`src/design/status_pkg.sv`:
```
package status_pkg;

    localparam int addr_w = 32;
    localparam int data_w = 32;
    localparam int id_w   = 4;
    localparam int len_w  = 8;
    localparam int strb_w = 4;

    typedef logic [addr_w-1:0] addr_t;
    typedef logic [data_w-1:0] data_t;
    typedef logic [id_w-1:0]   id_t;
    typedef logic [len_w-1:0]  len_t;
    typedef logic [strb_w-1:0] strb_t;

    localparam logic [1:0] burst_fixed = 2'd0;
    localparam logic [1:0] burst_incr  = 2'd1;

    localparam logic [1:0] resp_okay   = 2'd0;
    localparam logic [1:0] resp_slverr = 2'd2;

    // register map, one word per address
    localparam addr_t addr_rst_status   = 32'h0000_0000; // bus reset status, ro
    localparam addr_t addr_rst_ctrl     = 32'h0000_0001; // bus reset pulses, wo
    localparam addr_t addr_uid_hi       = 32'h0000_0002;
    localparam addr_t addr_uid_lo       = 32'h0000_0003;
    localparam addr_t addr_power_status = 32'h0000_0004;
    localparam addr_t addr_power_reset  = 32'h0000_0005; // wo
    localparam addr_t addr_cam_size     = 32'h0000_000C; // {height, width}
    localparam addr_t addr_cam_ctrl     = 32'h0000_000D;
    localparam addr_t addr_ts_rst       = 32'h0000_000E;
    localparam addr_t addr_last         = 32'h0000_000E;

    localparam logic [15:0] cam_width_default  = 16'd640;
    localparam logic [15:0] cam_height_default = 16'd480;

    localparam int ts_rst_cycles = 64;
    localparam int ts_cnt_w      = $clog2(ts_rst_cycles);

    typedef struct packed {
        logic [15:0] hi;
        logic [15:0] lo;
    } halves_t;

    typedef struct packed {
        logic [22:0] pad_hi;
        logic        pdn;    // bit 8
        logic [6:0]  pad_lo;
        logic        rstn;   // bit 0
    } ccd_t;

    typedef union packed {
        halves_t halves;
        ccd_t    ccd;
    } reg_word_u;

    // holes between 0x5 and 0xC and anything past the top of the map
    function automatic logic addr_unmapped(input addr_t addr);
        return (addr > addr_last) || ((addr > addr_power_reset) && (addr < addr_cam_size));
    endfunction

endpackage

```
`src/design/status_wr_channel.sv`:
```
module status_wr_channel (
    input  logic               clk,
    input  logic               STATUS_SLAVE_RSTN_SYNC,
    input  status_pkg::id_t    aw_id,
    input  status_pkg::addr_t  aw_addr,
    input  logic [1:0]         aw_burst,
    input  logic               aw_valid,
    output logic               aw_ready,
    input  logic               w_last,
    input  logic               w_valid,
    output logic               w_ready,
    input  logic               b_ready,
    output status_pkg::id_t    b_id,
    output logic [1:0]         b_resp,
    output logic               b_valid,
    output logic               wr_beat,
    output status_pkg::addr_t  wr_addr
);
    import status_pkg::*;

    typedef enum logic [1:0] {
        wr_idle,
        wr_data,
        wr_resp
    } wr_state_t;

    wr_state_t  state, state_nxt;
    logic [1:0] burst_q;
    logic       beat_err;
    logic       err_q;   // sticky over the burst
    logic       aw_hs;

    assign aw_hs    = aw_valid && aw_ready;
    assign aw_ready = (state == wr_idle);
    assign w_ready  = (state == wr_data);
    assign b_valid  = (state == wr_resp);
    assign wr_beat  = w_valid && w_ready;

    always_comb begin
        state_nxt = state;
        case (state)
            wr_idle: if (aw_hs) state_nxt = wr_data;
            wr_data: if (wr_beat && w_last) state_nxt = wr_resp;
            wr_resp: if (b_ready) state_nxt = wr_idle;
            default: state_nxt = wr_idle;
        endcase
    end

    // bad burst type, hole or past the map, or a read-only uid word
    assign beat_err = ((burst_q != burst_fixed) && (burst_q != burst_incr))
                    || addr_unmapped(wr_addr)
                    || (wr_addr == addr_uid_hi) || (wr_addr == addr_uid_lo);

    always_ff @(posedge clk or negedge STATUS_SLAVE_RSTN_SYNC) begin
        if (!STATUS_SLAVE_RSTN_SYNC) begin
            state   <= wr_idle;
            burst_q <= burst_fixed;
            wr_addr <= '0;
            err_q   <= 1'b0;
        end else begin
            state <= state_nxt;
            if (aw_hs) begin
                burst_q <= aw_burst;
                wr_addr <= aw_addr;
                err_q   <= 1'b0;     // new burst starts clean
            end else if (wr_beat) begin
                if (burst_q == burst_incr) wr_addr <= wr_addr + 1'b1;
                if (beat_err) err_q <= 1'b1;
            end
        end
    end

    always_ff @(posedge clk) begin
        if (aw_hs) b_id <= aw_id;
    end

    assign b_resp = err_q ? resp_slverr : resp_okay;

endmodule

```
`src/design/status_rd_channel.sv`:
```
module status_rd_channel (
    input  logic               clk,
    input  logic               STATUS_SLAVE_RSTN_SYNC,
    input  status_pkg::id_t    ar_id,
    input  status_pkg::addr_t  ar_addr,
    input  status_pkg::len_t   ar_len,
    input  logic [1:0]         ar_burst,
    input  logic               ar_valid,
    output logic               ar_ready,
    input  logic               r_ready,
    input  status_pkg::data_t  rd_word,
    output status_pkg::id_t    r_id,
    output status_pkg::data_t  r_data,
    output logic [1:0]         r_resp,
    output logic               r_last,
    output logic               r_valid,
    output logic               rd_active,
    output status_pkg::addr_t  rd_addr
);
    import status_pkg::*;

    typedef enum logic {
        rd_idle,
        rd_data
    } rd_state_t;

    rd_state_t  state;
    len_t       len_q;
    len_t       beat_cnt;  // beats already taken
    logic [1:0] burst_q;
    logic       beat_err;
    logic       err_q;
    logic       rd_err;
    logic       ar_hs;
    logic       r_hs;

    assign ar_ready  = (state == rd_idle);
    assign r_valid   = (state == rd_data);
    assign rd_active = (state == rd_data);
    assign ar_hs     = ar_valid && ar_ready;
    assign r_hs      = r_valid && r_ready;
    assign r_last    = r_valid && (beat_cnt == len_q);

    // bad burst, unmapped word, or a write-only pulse register
    assign beat_err = ((burst_q != burst_fixed) && (burst_q != burst_incr))
                    || addr_unmapped(rd_addr)
                    || (rd_addr == addr_rst_ctrl) || (rd_addr == addr_power_reset);

    always_ff @(posedge clk or negedge STATUS_SLAVE_RSTN_SYNC) begin
        if (!STATUS_SLAVE_RSTN_SYNC) begin
            state    <= rd_idle;
            len_q    <= '0;
            beat_cnt <= '0;
            burst_q  <= burst_fixed;
            rd_addr  <= '0;
            err_q    <= 1'b0;
        end else if (ar_hs) begin
            state    <= rd_data;
            len_q    <= ar_len;
            beat_cnt <= '0;
            burst_q  <= ar_burst;
            rd_addr  <= ar_addr;
            err_q    <= 1'b0;
        end else if (r_hs) begin
            beat_cnt <= beat_cnt + 1'b1;
            if (burst_q == burst_incr) rd_addr <= rd_addr + 1'b1;
            if (beat_err) err_q <= 1'b1;
            if (r_last) state <= rd_idle;
        end
    end

    always_ff @(posedge clk) begin
        if (ar_hs) r_id <= ar_id;
    end

    assign rd_err = err_q || beat_err;  // sticky from first bad beat
    assign r_resp = rd_err ? resp_slverr : resp_okay;
    assign r_data = rd_err ? '1 : rd_word;

endmodule

```
`src/design/status_reg_bank.sv`:
```
module status_reg_bank (
    input  logic               clk,
    input  logic               STATUS_SLAVE_RSTN_SYNC,
    input  logic               wr_beat,
    input  status_pkg::addr_t  wr_addr,
    input  status_pkg::data_t  w_data,
    input  status_pkg::strb_t  w_strb,
    output logic [15:0]        bus_master_reset,
    output logic [15:0]        bus_slave_reset,
    output logic [7:0]         power_status,
    output logic [7:0]         power_reset,
    output logic [15:0]        cam_width,
    output logic [15:0]        cam_height,
    output logic               cam_rstn,
    output logic               cam_pdn,
    output logic               ts_wr,
    output logic               ts_wdata
);
    import status_pkg::*;

    reg_word_u wword;

    assign wword = w_data;

    always_ff @(posedge clk or negedge STATUS_SLAVE_RSTN_SYNC) begin
        if (!STATUS_SLAVE_RSTN_SYNC) begin
            bus_master_reset <= '0;
            bus_slave_reset  <= '0;
            power_status     <= '0;
            power_reset      <= '0;
            cam_width        <= cam_width_default;
            cam_height       <= cam_height_default;
            cam_rstn         <= 1'b1;   // ccd out of reset
            cam_pdn          <= 1'b0;
        end else begin
            // pulses last one cycle unless the next beat sets them again
            bus_master_reset <= '0;
            bus_slave_reset  <= '0;
            power_reset      <= '0;
            if (wr_beat) begin
                case (wr_addr)
                    addr_rst_ctrl: begin
                        if (w_strb[3]) bus_master_reset[15:8] <= wword.halves.hi[15:8];
                        if (w_strb[2]) bus_master_reset[7:0]  <= wword.halves.hi[7:0];
                        if (w_strb[1]) bus_slave_reset[15:8]  <= wword.halves.lo[15:8];
                        if (w_strb[0]) bus_slave_reset[7:0]   <= wword.halves.lo[7:0];
                    end
                    addr_power_status: begin
                        if (w_strb[0]) power_status <= wword.halves.lo[7:0];
                    end
                    addr_power_reset: begin
                        if (w_strb[0]) power_reset <= wword.halves.lo[7:0];
                    end
                    addr_cam_size: begin
                        if (w_strb[3]) cam_height[15:8] <= wword.halves.hi[15:8];
                        if (w_strb[2]) cam_height[7:0]  <= wword.halves.hi[7:0];
                        if (w_strb[1]) cam_width[15:8]  <= wword.halves.lo[15:8];
                        if (w_strb[0]) cam_width[7:0]   <= wword.halves.lo[7:0];
                    end
                    addr_cam_ctrl: begin
                        if (w_strb[1]) cam_pdn  <= wword.ccd.pdn;
                        if (w_strb[0]) cam_rstn <= wword.ccd.rstn;
                    end
                    default: begin
                    end
                endcase
            end
        end
    end

    // timestamp reset level lives in the timer
    assign ts_wr    = wr_beat && (wr_addr == addr_ts_rst) && w_strb[0];
    assign ts_wdata = w_data[0];

endmodule

```
`src/design/timestamp_rst_timer.sv`:
```
module timestamp_rst_timer (
    input  logic clk,
    input  logic STATUS_SLAVE_RSTN_SYNC,
    input  logic ts_wr,
    input  logic ts_wdata,
    output logic ts_rst
);
    import status_pkg::*;

    logic [ts_cnt_w-1:0] hold_cnt;  // cycles since the set beat

    always_ff @(posedge clk or negedge STATUS_SLAVE_RSTN_SYNC) begin
        if (!STATUS_SLAVE_RSTN_SYNC) begin
            ts_rst   <= 1'b0;
            hold_cnt <= '0;
        end else if (ts_wr) begin
            ts_rst   <= ts_wdata;   // rewrite restarts or cancels
            hold_cnt <= '0;
        end else if (ts_rst) begin
            if (hold_cnt == ts_cnt_w'(ts_rst_cycles - 1)) begin
                ts_rst   <= 1'b0;
                hold_cnt <= '0;
            end else begin
                hold_cnt <= hold_cnt + 1'b1;
            end
        end
    end

endmodule

```
`src/design/status_read_mux.sv`:
```
module status_read_mux (
    input  status_pkg::addr_t  rd_addr,
    input  logic               rd_active,
    input  logic [15:0]        bus_master_rstn_status,
    input  logic [15:0]        bus_slave_rstn_status,
    input  status_pkg::data_t  uid_hi,
    input  status_pkg::data_t  uid_lo,
    input  logic [7:0]         power_status,
    input  logic [15:0]        cam_width,
    input  logic [15:0]        cam_height,
    input  logic               cam_rstn,
    input  logic               cam_pdn,
    input  logic               ts_rst,
    output status_pkg::data_t  rd_word
);
    import status_pkg::*;

    reg_word_u word;

    always_comb begin
        word = '0;
        if (rd_active) begin
            case (rd_addr)
                addr_rst_status: begin
                    word.halves.hi = bus_master_rstn_status;
                    word.halves.lo = bus_slave_rstn_status;
                end
                addr_uid_hi:       word = uid_hi;
                addr_uid_lo:       word = uid_lo;
                addr_power_status: word = {24'b0, power_status};
                addr_cam_size: begin
                    word.halves.hi = cam_height;
                    word.halves.lo = cam_width;
                end
                addr_cam_ctrl: begin
                    word.ccd.pdn  = cam_pdn;
                    word.ccd.rstn = cam_rstn;
                end
                addr_ts_rst:       word = {31'b0, ts_rst};
                default:           word = '1;  // unmapped or write only
            endcase
        end
    end

    assign rd_word = word;

endmodule

```
`src/design/sys_status_slave.sv`:
```
module sys_status_slave (
    input  logic               clk,
    input  logic               STATUS_SLAVE_RSTN_SYNC,
    input  status_pkg::id_t    aw_id,
    input  status_pkg::addr_t  aw_addr,
    input  logic [1:0]         aw_burst,
    input  logic               aw_valid,
    output logic               aw_ready,
    input  status_pkg::data_t  w_data,
    input  status_pkg::strb_t  w_strb,
    input  logic               w_last,
    input  logic               w_valid,
    output logic               w_ready,
    output status_pkg::id_t    b_id,
    output logic [1:0]         b_resp,
    output logic               b_valid,
    input  logic               b_ready,
    input  status_pkg::id_t    ar_id,
    input  status_pkg::addr_t  ar_addr,
    input  status_pkg::len_t   ar_len,
    input  logic [1:0]         ar_burst,
    input  logic               ar_valid,
    output logic               ar_ready,
    output status_pkg::id_t    r_id,
    output status_pkg::data_t  r_data,
    output logic [1:0]         r_resp,
    output logic               r_last,
    output logic               r_valid,
    input  logic               r_ready,
    input  logic [15:0]        bus_master_rstn_status,
    input  logic [15:0]        bus_slave_rstn_status,
    input  status_pkg::data_t  uid_hi,
    input  status_pkg::data_t  uid_lo,
    output logic [15:0]        bus_master_reset,
    output logic [15:0]        bus_slave_reset,
    output logic [7:0]         power_status,
    output logic [7:0]         power_reset,
    output logic [15:0]        cam_width,
    output logic [15:0]        cam_height,
    output logic               cam_rstn,
    output logic               cam_pdn,
    output logic               ts_rst
);
    import status_pkg::*;

    logic  wr_beat;
    addr_t wr_addr;
    logic  ts_wr;
    logic  ts_wdata;
    addr_t rd_addr;
    logic  rd_active;
    data_t rd_word;   // mux word before error substitution

    status_wr_channel u_wr_channel (.*);

    status_rd_channel u_rd_channel (.*);

    status_reg_bank u_reg_bank (.*);

    timestamp_rst_timer u_ts_timer (.*);

    status_read_mux u_read_mux (.*);

endmodule

```
`config.mk`:
```
export PLATFORM = sky130hd
export DESIGN_NAME = sys_status_slave
export DESIGN_NICKNAME = d
export VERILOG_FILES = /design/src/design/status_pkg.sv /design/src/design/status_wr_channel.sv /design/src/design/status_rd_channel.sv /design/src/design/status_reg_bank.sv /design/src/design/timestamp_rst_timer.sv /design/src/design/status_read_mux.sv /design/src/design/sys_status_slave.sv
export SDC_FILE = /design/constraint.sdc
export NUM_CORES = 1
export LEC_CHECK = 0
export BUFFER_PORTS_ARGS = -buffer_cell sky130_fd_sc_hd__buf_2
export CAP_MARGIN = 20
export CORE_ASPECT_RATIO = 0.7
export CORE_UTILIZATION = 35
export CTS_CLUSTER_SIZE = 14
export DETAILED_ROUTE_END_ITERATION = 7
export PLACE_DENSITY_LB_ADDON = 0.08
export SYNTH_ARGS = -nofsm -noshare
export SYNTH_HDL_FRONTEND = slang
export SYNTH_HIERARCHICAL = 1
export SYNTH_SLANG_ARGS = --single-unit
```
`constraint.sdc`:
```
create_clock -name clk -period 4.84 [get_ports clk]
set_input_delay 0.968 -clock clk [delete_from_list [all_inputs] [get_ports clk]]
set_output_delay 0.968 -clock clk [all_outputs]
set_load 0.03 [all_outputs]
```
==> results of run 1 <==
==> sequential cells by signal, indices dropped and copies added (netlist names), 6 cells and up <==
name / cells
u_rd_channel/beat_cnt: 8
u_rd_channel/len_q: 8
u_rd_channel/rd_addr: 32
u_reg_bank/bus_master_reset: 16
u_reg_bank/bus_slave_reset: 16
u_reg_bank/cam_height: 16
u_reg_bank/cam_width: 16
u_reg_bank/power_reset: 8
u_reg_bank/power_status: 8
u_ts_timer/hold_cnt: 6
u_wr_channel/wr_addr: 32
==> critical path: cells and delay by family (launching register included) <==
kind	cells	cell delay, ns
AOI/OAI and AO/OA	1	0.17
buffers and inverters	2	0.61
DFF	1	0.48
and+or+nand+nor	4	1.86
==> where the power goes <==
group	internal [W]	leakage [nW]	switching, W
combinational	0.000786	3.63	0.00113
sequential	0.00190	2.35	0.000678
clock	0.000784	0.295	0.000696
total	0.00347	6.27	0.00251
==> through the flow <==
stage                     hold WS, ns  total power [W]  area (um2)  setup WS, ns  util (%)
after CTS                       0.505          0.00599       13700         0.348      45.0
after global routing            0.537          0.00634       13700         0.238      45.0
after global placement          0.485          0.00445       13100         0.826      42.9
after detailed placement        0.486          0.00449       13100         0.823      43.0
after floorplan                 0.467          0.00380       11000          1.89         -
final                           0.503          0.00597       13700         0.325      45.0
==> area by class of cell <==
| cell class | count | share of cell area, % |
|---|---|---|
| Multi-Input combinational cell | 830 | 41.8 |
| Timing Repair Buffer | 372 | 14.2 |
| Clock inverter | 15 | 1.32 |
| Inverter | 52 | 1.42 |
| Clock buffer | 17 | 3.11 |
| Sequential cell | 186 | 34.3 |
| Tap cell | 412 | 3.76 |
| Antenna cell | 3 | 0.0548 |
==> cell families after synthesis <==
group                      count (synthesis)
muxes                                     77
buffers and inverters                    127
and+or+nand+nor                          506
xor gates and xnor gates                  39
DFF                                      186
adders and majority gates                 10
other                                      2
AOI/OAI and AO/OA                        196
==> cell usage in the layout, fill, tap and decap left out, drive strengths merged, types with 26 or more instances in the layout <==
cell type,Yosys,final
buf,29,371
dfrtp,171,171
nand2,120,120
nor4,73,73
inv,52,58
o21ai,57,57
nor2,53,53
and2,53,53
mux2,44,44
nand4,38,38
nand3,37,37
nand2b,35,35
mux2i,33,33
a31oi,26,26
==> final timing paths <==
| path | slack (ns) | from | endpoint |
|---|---|---|---|
| worst max-delay path | 0.33 | u_rd_channel/rd_addr[20] | r_data[11] |
| worst min-delay path | 0.50 | u_rd_channel/len_q[1] | u_rd_channel/len_q[1] |
| worst max register to register | 1.55 | u_wr_channel/wr_addr[9] | u_reg_bank/cam_height[15] |
| worst min register to register | 0.50 | u_rd_channel/len_q[1] | u_rd_channel/len_q[1] |
| max in group asynchronous | 3.28 | STATUS_SLAVE_RSTN_SYNC | u_reg_bank/cam_rstn |
| min in group asynchronous | 0.56 | STATUS_SLAVE_RSTN_SYNC | u_reg_bank/bus_master_reset[10] |
==> layer usage <==
layer  global-route usage, %  vias to the layer above  wire length [um]
li1                        -                     4840                 -
met1                    34.9                     5016             19100
met2                    38.4                      343             18000
met3                    4.34                       14              2190
met4                    5.82                        0               459
met5                       0                        -                 0
==> reports/qor.csv, run 1 <==
stage,metric,value,unit
clock_tree,tritoncts,yes,
timing,worst_clock_skew,0.0160,ns
synth,synth_fa_ha_area_share,1.14,%
timing,fin_crit,4.51,ns
synth,syn_avg_cell_area,9.61,um2
run_status,status,"complete, no violations",
synth,async_flop_share,95.7,%
synth,synth_top_family_by_area,simple AND/OR/NAND/NOR gates,
power,leakagePower,6.27,nW
min_path,min_path_type,reg2reg,
floorplan,die_y,150,um
global_route,grt_max_degree,83,
route,dr.pass1.iters,5,
synth,synth_seq_area_share,42.8,%
timing,slew_violations,0,
clock_tree,cts_setup_buffers,0,
floorplan,core.rowCount,53,
setup_path,cp.required,3.87,ns
synth,synth_top_cell_area_share,39.0,%
floorplan,initial_core_util,36.1,%
timing,rsz0062_at_grt,false,
timing,max_slew_margin,25.1,%
global_route,grt_pass1_wl,58300,um
synth,yosys.area.top_type,dfrtp_1,
synth,ys_types,73,
global_route,grt_pass1_vias,9527,
timing,setup_violations,0,
placement,gp_congestion,0.879,
flow_run,drv_cap,0,
synth,synth_nets,1377,
floorplan,io_pins,357,
timing,fin_crit_sh,93.3,%
final_layout,area_growth,24.7,%
synth,synth_compound_area_share,12.4,%
clock_tree,worstSkewPairLatency,0.44,ns
placement,place_inst,1852,
global_route,overflow,0,
setup_path,end_kind,output pin,
route,wl_per_cell,21.1,um
final_layout,fin_nets,1693,
synth,synth_simple_gate_area_share,27.6,%
final_layout,drive_gt1_share,33.8,%
synth,synthCells,1143,
clock_tree,ctsHoldBuffers,0,
route,detail-route-antenna-nets,0,
synth,synth_seq_cells,186,
clock_tree,cts-root-buf,clkbuf_16,
placement,io_buffers,354,
final_layout,instances_no_fill,1887,
global_route,grt_usage,24.5,%
route,drt_first_iter_violations,646,
clock_tree,cts.sinks,186,
setup_path,cpPeakStageDelay,0.78,ns
min_path,whs_path_depth,2,
floorplan,die-area,32100,um2
final_layout,regArea,4700,um2
synth,yosysWarnings,6,
floorplan,die_x,214,um
setup_path,crit_path_max_fanout,21,
synth,syn_area,11000,um2
route,num_vias,10200,
synth,synthMuxAreaShare,7.52,%
synth,synth_most_common_cell,dfrtp_1,
synth,synth_edf_count,8,
synth,synth_common_cells,"dfrtp_1 (171), nand2_1 (120), nor4_1 (59)",
timing,tightest_slew,1.11,ns
route,wirelength,39800,um
setup_path,critPathLaunchType,register,
timing,hold_violations,0,
global_route,antenna_found_initial,3,
clock_tree,clk_path_buf_depth,2,
synth,synth_xor_area_share,3.11,%
final_layout,multiInputGateArea,5720,um2
clock_tree,htreeDepth,4,
timing,setup_tns,0,ns
setup_path,r2r.worst_path.cells,4,
route,drc_errors,0,
timing,timing.fmax,0.221,GHz
setup_path,worst_path_max_delay_cell,nor4_1,
clock_tree,ctsResizeCount,0,
clock_tree,numCtsBuffers,17,
synth,yosys_most_used_dff,dfrtp_1,
power,ir_drop,0.000240,V
power,cellPowerDensity,436,nW/um2
route,viasPerCell,5.41,
setup_path,cp.arrival,3.55,ns
clock_tree,clkTransAtPathRegs,0.08,ns
floorplan,core,30400,um2
final_layout,n_fill_cell,3027,
synth,synthTopCellsByArea,"dfrtp_1 (39%), mux2_2 (4.3%), nand2_1 (4.1%)",
setup_path,path_cells,nor4_2 > nand4_2 > buf_4 > nor4_1 > o22ai_1 > nand2b_1 > buf_2,
setup_path,path_class,reg2out,
placement,hpwl,30300,um
Power figures use the tool's default switching activity.
==> run 2, diff against run 1 <==
- CORE_ASPECT_RATIO: 0.7 -> unset
- CORE_UTILIZATION: 35 -> 40
==> run 2 against run 1 <==
  * Maximum frequency grew 8.6%
  * Core utilization grew 5.6 points
  * Cell area shrank 0.50%
  * Power shrank 1.5%
  * Critical path depth is the same
  * Sequential cell count is the same
  * Sequential power shrank 2%
  * Sequential share of layout area grew 0.17 points
  * Count of clock-buffer cells in the layout is the same
  * Die area shrank 12%
  * Global-route usage grew 1.6 points
  * Largest cell class unchanged
  * Highest routed layer unchanged
==> reports/qor.csv, run 2 (synthesis results as in run 1) <==
stage,metric,value,unit,change
final_layout,reg_top3,"u_rd_channel/rd_addr: 32 flops, u_wr_channel/wr_addr: 32 flops",,
setup_path,cp.arrival,3.19,ns,-0.36 ns
setup_path,crit_cells,7,,unchanged
placement,hpwl,27500,um,-9.3%
setup_path,path_class,reg2out,,
global_route,grt_max_degree,89,,+7.2%
final_layout,n_fill_cell,2619,,-13%
timing,fin_crit,4.16,ns,-0.356 ns
floorplan,initial_core_util,40.8,%,+4.7 points
power,ir_drop,0.000207,V,-14%
power,leakagePower,6.29,nW,+0.32%
placement,io_buffers,354,,unchanged
setup_path,critPathTopFamily,simple AND/OR/NAND/NOR gates,,
clock_tree,ctsResizeCount,0,,unchanged
floorplan,io_pins,357,,unchanged
global_route,antenna_found_initial,5,,+2
route,dr.pass1.iters,4,,-1
final_layout,instances_no_fill,1822,,-3.4%
min_path,whs_path_depth,2,,unchanged
timing,timing.fmax,0.240,GHz,+8.6%
power,fin_total_pwr,0.00589,W,-1.5%
route,num_vias,10200,,-0.49%
final_layout,multiInputGateArea,5710,um2,-0.22%
placement,place_inst,1784,,-3.7%
final_layout,drive_gt1_share,33.9,%,+0.044 points
final_layout,regArea,4700,um2,unchanged
timing,slew_violations,0,,unchanged
floorplan,die-area,28100,um2,-12%
setup_path,cp.required,3.87,ns,about the same
route,wirelength,36700,um,-7.8%
timing,setup_tns,0,ns,unchanged
timing,setup_violations,0,,unchanged
global_route,grt_pass1_vias,9684,,+1.6%
run_status,status,"complete, no violations",,
setup_path,crit_path_max_fanout,22,,+4.8%
clock_tree,clkTransAtPathRegs,0.08,ns,about the same
floorplan,die_x,168,um,-22%
final_layout,final_cell_mix,"buf_2 (354), dfrtp_1 (170), nand2_1 (120)",,
timing,hold_violations,0,,unchanged
clock_tree,cts_setup_buffers,0,,unchanged
min_path,min_path_type,reg2reg,,
setup_path,end_kind,output pin,,
timing,worst_clock_skew,0.0154,ns,-0.000615 ns
setup_path,worst_path_max_delay_cell,nor3_4,,
setup_path,path_cells,inv_1 > ha_1 > o32a_1 > nor3_4 > buf_4 > nand2b_1 > buf_2,,
clock_tree,cts.sinks,186,,unchanged
floorplan,core,27000,um2,-11%
timing,rsz0062_at_grt,false,,
global_route,overflow,0,,unchanged
route,detail-route-antenna-nets,0,,unchanged
timing,max_slew_margin,36.3,%,+11 points
timing,fin_crit_sh,85.9,%,-7.4 points
clock_tree,ctsHoldBuffers,0,,unchanged
clock_tree,clk_path_buf_depth,2,,unchanged
final_layout,area_growth,24.1,%,
route,viasPerCell,5.58,,+3.1%
route,drt_first_iter_violations,703,,+8.8%
setup_path,crit_buf_inv,3,,+1
placement,gp_congestion,0.895,,+1.9%
final_layout,final_common_cell,buf_2,,
setup_path,cpPeakStageDelay,0.80,ns,+0.02 ns
clock_tree,numCtsBuffers,17,,unchanged
global_route,grt_usage,26.1,%,+1.6 points
final_layout,fin_nets,1697,,+0.24%
timing,tightest_slew,0.948,ns,-0.166 ns
setup_path,r2r.worst_path.cells,7,,+3
floorplan,core.rowCount,60,,+13%
setup_path,critPathLaunchType,register,,
route,wl_per_cell,20.1,um,-4.5%
clock_tree,htreeDepth,4,,unchanged
clock_tree,tritoncts,yes,,
floorplan,die_y,168,um,+12%
flow_run,drv_cap,0,,unchanged
clock_tree,cts-root-buf,clkbuf_16,,
clock_tree,worstSkewPairLatency,0.43,ns,about the same
power,cellPowerDensity,432,nW/um2,-0.96%
global_route,grt_pass1_wl,56400,um,-3.3%
route,drc_errors,0,,unchanged
-- run 2: path summary, 6_finish.rpt --
check / startpoint / to / slack, ns
max in group asynchronous: STATUS_SLAVE_RSTN_SYNC / u_reg_bank/cam_width[9] / 3.26
setup reg to reg: u_rd_channel/rd_addr[1] / u_rd_channel/rd_addr[8] / 1.86
setup / recovery: u_rd_channel/rd_addr[1] / r_data[16] / 0.68
min in group asynchronous: STATUS_SLAVE_RSTN_SYNC / u_reg_bank/bus_master_reset[12] / 0.61
hold / removal: u_rd_channel/len_q[6] / u_rd_channel/len_q[6] / 0.51
hold reg to reg: u_rd_channel/len_q[6] / u_rd_channel/len_q[6] / 0.51
-- run 2: layer usage --
layer  GRT usage (%)  up-vias  share of wire, %
met3            4.04       44               4.8
li1                -     4826                 -
met1            33.5     4941                43
met4            8.82        0               2.4
met2            44.7      352                50
met5               0        -                 0
-- run 2: report_power, final --
| group | internal, W | switching, W | total, W |
|---|---|---|---|
| Clock | 0.000796 | 0.000702 | 0.00150 |
| Combinational | 0.000782 | 0.00108 | 0.00187 |
| Sequential | 0.00190 | 0.000626 | 0.00252 |
-- run 2: tightest hold or removal path, delay by kind of cell (launching register included) --
kind	cells	cell delay [ns]
AND/OR/NAND/NOR	2	0.10
flip-flops	1	0.37
-- run 2: through the flow --
step / hold WS (ns) / setup WS (ns) / util, % / cell area (um2)
after detailed placement: 0.484 / 1.18 / 48.2 / 13000
after global routing: 0.529 / 0.495 / 50.6 / 13600
after floorplan: 0.467 / 1.89 / - / 11000
after global placement: 0.484 / 1.21 / 48.2 / 13000
after CTS: 0.511 / 0.689 / 50.5 / 13600
final: 0.506 / 0.682 / 50.6 / 13600
-- run 2: final cells by class --
cell class                 count  share of cell area (%)
multi-input combinational    830                    41.9
sequential                   186                    34.5
timing repair buffer         376                    14.3
tap                          341                    3.13
clock buffer                  17                    3.12
clock inverter                15                    1.50
inverter                      52                    1.43
antenna                        5                  0.0918
==> run 3, diff against run 2 <==
- ABC_AREA: unset -> 1
==> run 3 against run 2 <==
  * Largest power group unchanged
  * Sequential cell count unchanged
  * Wire length increased by 25%
  * Critical path depth rose by 9
  * Worst setup slack better by 0.18 ns
  * Core utilization down 1.4 points
  * Maximum frequency rose by 4.5%
  * Register-to-register slack gained 0.30 ns
  * Via count increased by 33%
  * Clock power barely moved
  * Sequential power is 6% lower
==> reports/qor.csv, run 3 <==
stage,metric,value,unit,change
synth,synth_seq_cells,186,,unchanged
setup_path,cp.required,3.87,ns,about the same
global_route,grt_pass1_wl,70400,um,+25%
final_layout,n_fill_cell,3285,,+25%
timing,tightest_slew,0.937,ns,-0.0114 ns
clock_tree,cts.sinks,186,,unchanged
route,num_vias,13500,,+33%
global_route,grt_usage,27.8,%,+1.7 points
synth,synth_top_family_by_area,simple AND/OR/NAND/NOR gates,,
floorplan,die-area,32500,um2,+16%
final_layout,final_cell_mix,"nand2_1 (712), buf_2 (353), nor2_1 (308)",,
synth,yosys.area.top_type,dfrtp_1,,
setup_path,path_cells,nor2_1 > nand2_1 > inv_2 > nand2_2 > nor2_2 > buf_4 > nand2_1 > nand2_1 > nor2_1 > nand2_4 > nand3_1 > nand2_1 > inv_1 > inv_1 > nand2_1 > buf_2,,
route,detail-route-antenna-nets,0,,unchanged
floorplan,initial_core_util,41.2,%,+0.43 points
setup_path,crit_path_max_fanout,33,,+50%
final_layout,reg_top3,"u_rd_channel/rd_addr: 32 flops, u_wr_channel/wr_addr: 32 flops",,
timing,slew_violations,0,,unchanged
timing,whs,0.478,ns,-0.0273 ns
setup_path,end_kind,output pin,,
global_route,grt_pass1_vias,12600,,+30%
synth,synthMuxAreaShare,0,%,-7.5 points
synth,synth_simple_gate_area_share,45.6,%,+18 points
flow_run,drv_cap,0,,unchanged
clock_tree,cts_setup_buffers,0,,unchanged
timing,max_slew_margin,37.5,%,+1.2 points
clock_tree,clk_path_buf_depth,2,,unchanged
global_route,antenna_found_initial,5,,unchanged
timing,timing.fmax,0.251,GHz,+4.5%
synth,synth_edf_count,8,,unchanged
synth,yosys_most_used_dff,dfrtp_1,,
synth,synthTopCellsByArea,"dfrtp_1 (34%), nand2_1 (21%), nor2_1 (9.1%)",,
clock_tree,ctsHoldBuffers,0,,unchanged
clock_tree,clkTransAtPathRegs,0.08,ns,about the same
timing,setup_tns,0,ns,unchanged
synth,synthCells,1935,,+69%
clock_tree,numCtsBuffers,17,,unchanged
floorplan,core.rowCount,64,,+6.7%
min_path,min_path_type,reg2reg,,
route,viasPerCell,5.08,,-9.0%
timing,worst_clock_skew,0.0214,ns,+0.00600 ns
floorplan,core,30900,um2,+15%
setup_path,path_class,reg2out,,
synth,synth_most_common_cell,nand2_1,,
timing,setup_violations,0,,unchanged
clock_tree,htreeDepth,4,,unchanged
setup_path,cp.arrival,3.01,ns,-0.18 ns
timing,hold_violations,0,,unchanged
power,leakagePower,8.09,nW,+29%
timing,fin_crit_sh,82.2,%,-3.7 points
final_layout,multiInputGateArea,6890,um2,+21%
final_layout,area_growth,19.4,%,
global_route,overflow,0,,unchanged
timing,fin_ws,0.861,ns,+0.179 ns
placement,io_buffers,354,,unchanged
floorplan,die_x,180,um,+7.6%
timing,fin_crit,3.98,ns,-0.179 ns
timing,rsz0062_at_grt,false,,
route,dr.pass1.iters,8,,+4
synth,synth_xor_area_share,0.826,%,-2.3 points
setup_path,worst_path_max_delay_cell,nand2_4,,
global_route,grt_max_degree,109,,+22%
run_status,status,"complete, no violations",,
route,drc_errors,0,,unchanged
synth,ys_types,49,,-33%
setup_path,critPathLaunchType,register,,
route,wirelength,45700,um,+25%
clock_tree,ctsResizeCount,0,,unchanged
synth,synth_top_cell_area_share,33.6,%,-5.3 points
route,drt_first_iter_violations,1070,,+52%
clock_tree,tritoncts,yes,,
synth,async_flop_share,95.7,%,unchanged
synth,synth_common_cells,"nand2_1 (712), nor2_1 (308), nand3_1 (184)",,
synth,synth_seq_area_share,36.9,%,-5.9 points
synth,syn_avg_cell_area,6.58,um2,-32%
final_layout,drive_gt1_share,23.2,%,-11 points
power,cellPowerDensity,400,nW/um2,-7.4%
placement,hpwl,35200,um,+28%
route,wl_per_cell,17.2,um,-15%
power,ir_drop,0.000374,V,+80%
synth,synth_fa_ha_area_share,0.983,%,-0.16 points
floorplan,io_pins,357,,unchanged
setup_path,path_common_cell,nand2_1,,
final_layout,fin_nets,2479,,+46%
placement,gp_congestion,0.955,,+6.7%
placement,dpl_worst_slack,1.32,ns,+0.144 ns
final_layout,regArea,4700,um2,about the same
synth,yosysWarnings,6,,unchanged
floorplan,die_y,180,um,+7.6%
synth,synth_nets,2169,,+58%
clock_tree,worstSkewPairLatency,0.44,ns,about the same
synth,synth_compound_area_share,6.70,%,-5.7 points
synth,syn_area,12700,um2,+16%
final_layout,final_common_cell,nand2_1,,
setup_path,cpPeakStageDelay,0.46,ns,-0.34 ns
clock_tree,cts-root-buf,clkbuf_16,,
[run 3: per-stage QoR]
stage | instance area, um2 | total power, W | utilization, % | std cells
after global placement | 14600 | 0.00458 | 47.2 | 2622
after detailed placement | 14600 | 0.00462 | 47.2 | 2622
after floorplan | 12700 | 0.00397 | - | 1935
after global routing | 15200 | 0.00654 | 49.1 | 2657
after CTS | 15200 | 0.00610 | 49.1 | 2654
final | 15200 | 0.00608 | 49.2 | 2658
[run 3: logic make-up after synthesis]
kind of cell             after synthesis
AO/OA/AOI/OAI                        135
XOR/XNOR                              12
adder cells (fa/ha/maj)               10
buffers and inverters                236
flip-flops                           186
other                                  2
AND/OR/NAND/NOR                     1354
[run 3: area by class of cell]
type	count	area share, %
multi-input cells	1513	45.4
flip-flops and latches	186	31.0
repair buffers	362	12.2
inverters	165	4.17
well taps	396	3.26
clock buffers	17	2.80
clock inverters	15	1.19
diodes	4	0.0659
[run 3: power by group]
part / leakage [nW] / switching [W] / internal (W)
clock: 0.298 / 0.000725 / 0.000743
sequential: 2.38 / 0.000487 / 0.00188
combinational: 5.42 / 0.00151 / 0.000732
[run 3: worst max-delay path: cells and delay by family (launching register included)]
kind                   cells  cell delay, ns
buffers and inverters      5            0.69
flip-flops                 1            0.45
AND/OR/NAND/NOR           11            1.42
[run 3: final timing paths]
path / from / to / cells after the start / slack (ns)
worst max-delay path: u_rd_channel/rd_addr[10] / r_data[0] / 16 / 0.86
worst min-delay path: u_reg_bank/cam_height[6] / u_reg_bank/cam_height[6] / 2 / 0.48
worst max register to register: u_rd_channel/r_valid / u_rd_channel/rd_addr[4] / 7 / 2.16
worst min register to register: u_reg_bank/cam_height[6] / u_reg_bank/cam_height[6] / 2 / 0.48
max in group asynchronous: STATUS_SLAVE_RSTN_SYNC / u_reg_bank/bus_slave_reset[5] / 2 / 3.33
min in group asynchronous: STATUS_SLAVE_RSTN_SYNC / u_rd_channel/rd_addr[22] / 1 / 0.60
[run 3: routing by layer]
layer / wire (um) / up-vias / GRT usage (%)
met4: 1700 / 2 / 10.7
li1: - / 6720 / -
met2: 21200 / 554 / 45.7
met3: 3010 / 77 / 4.59
met1: 19800 / 6146 / 36.4
met5: 7 / - / 0
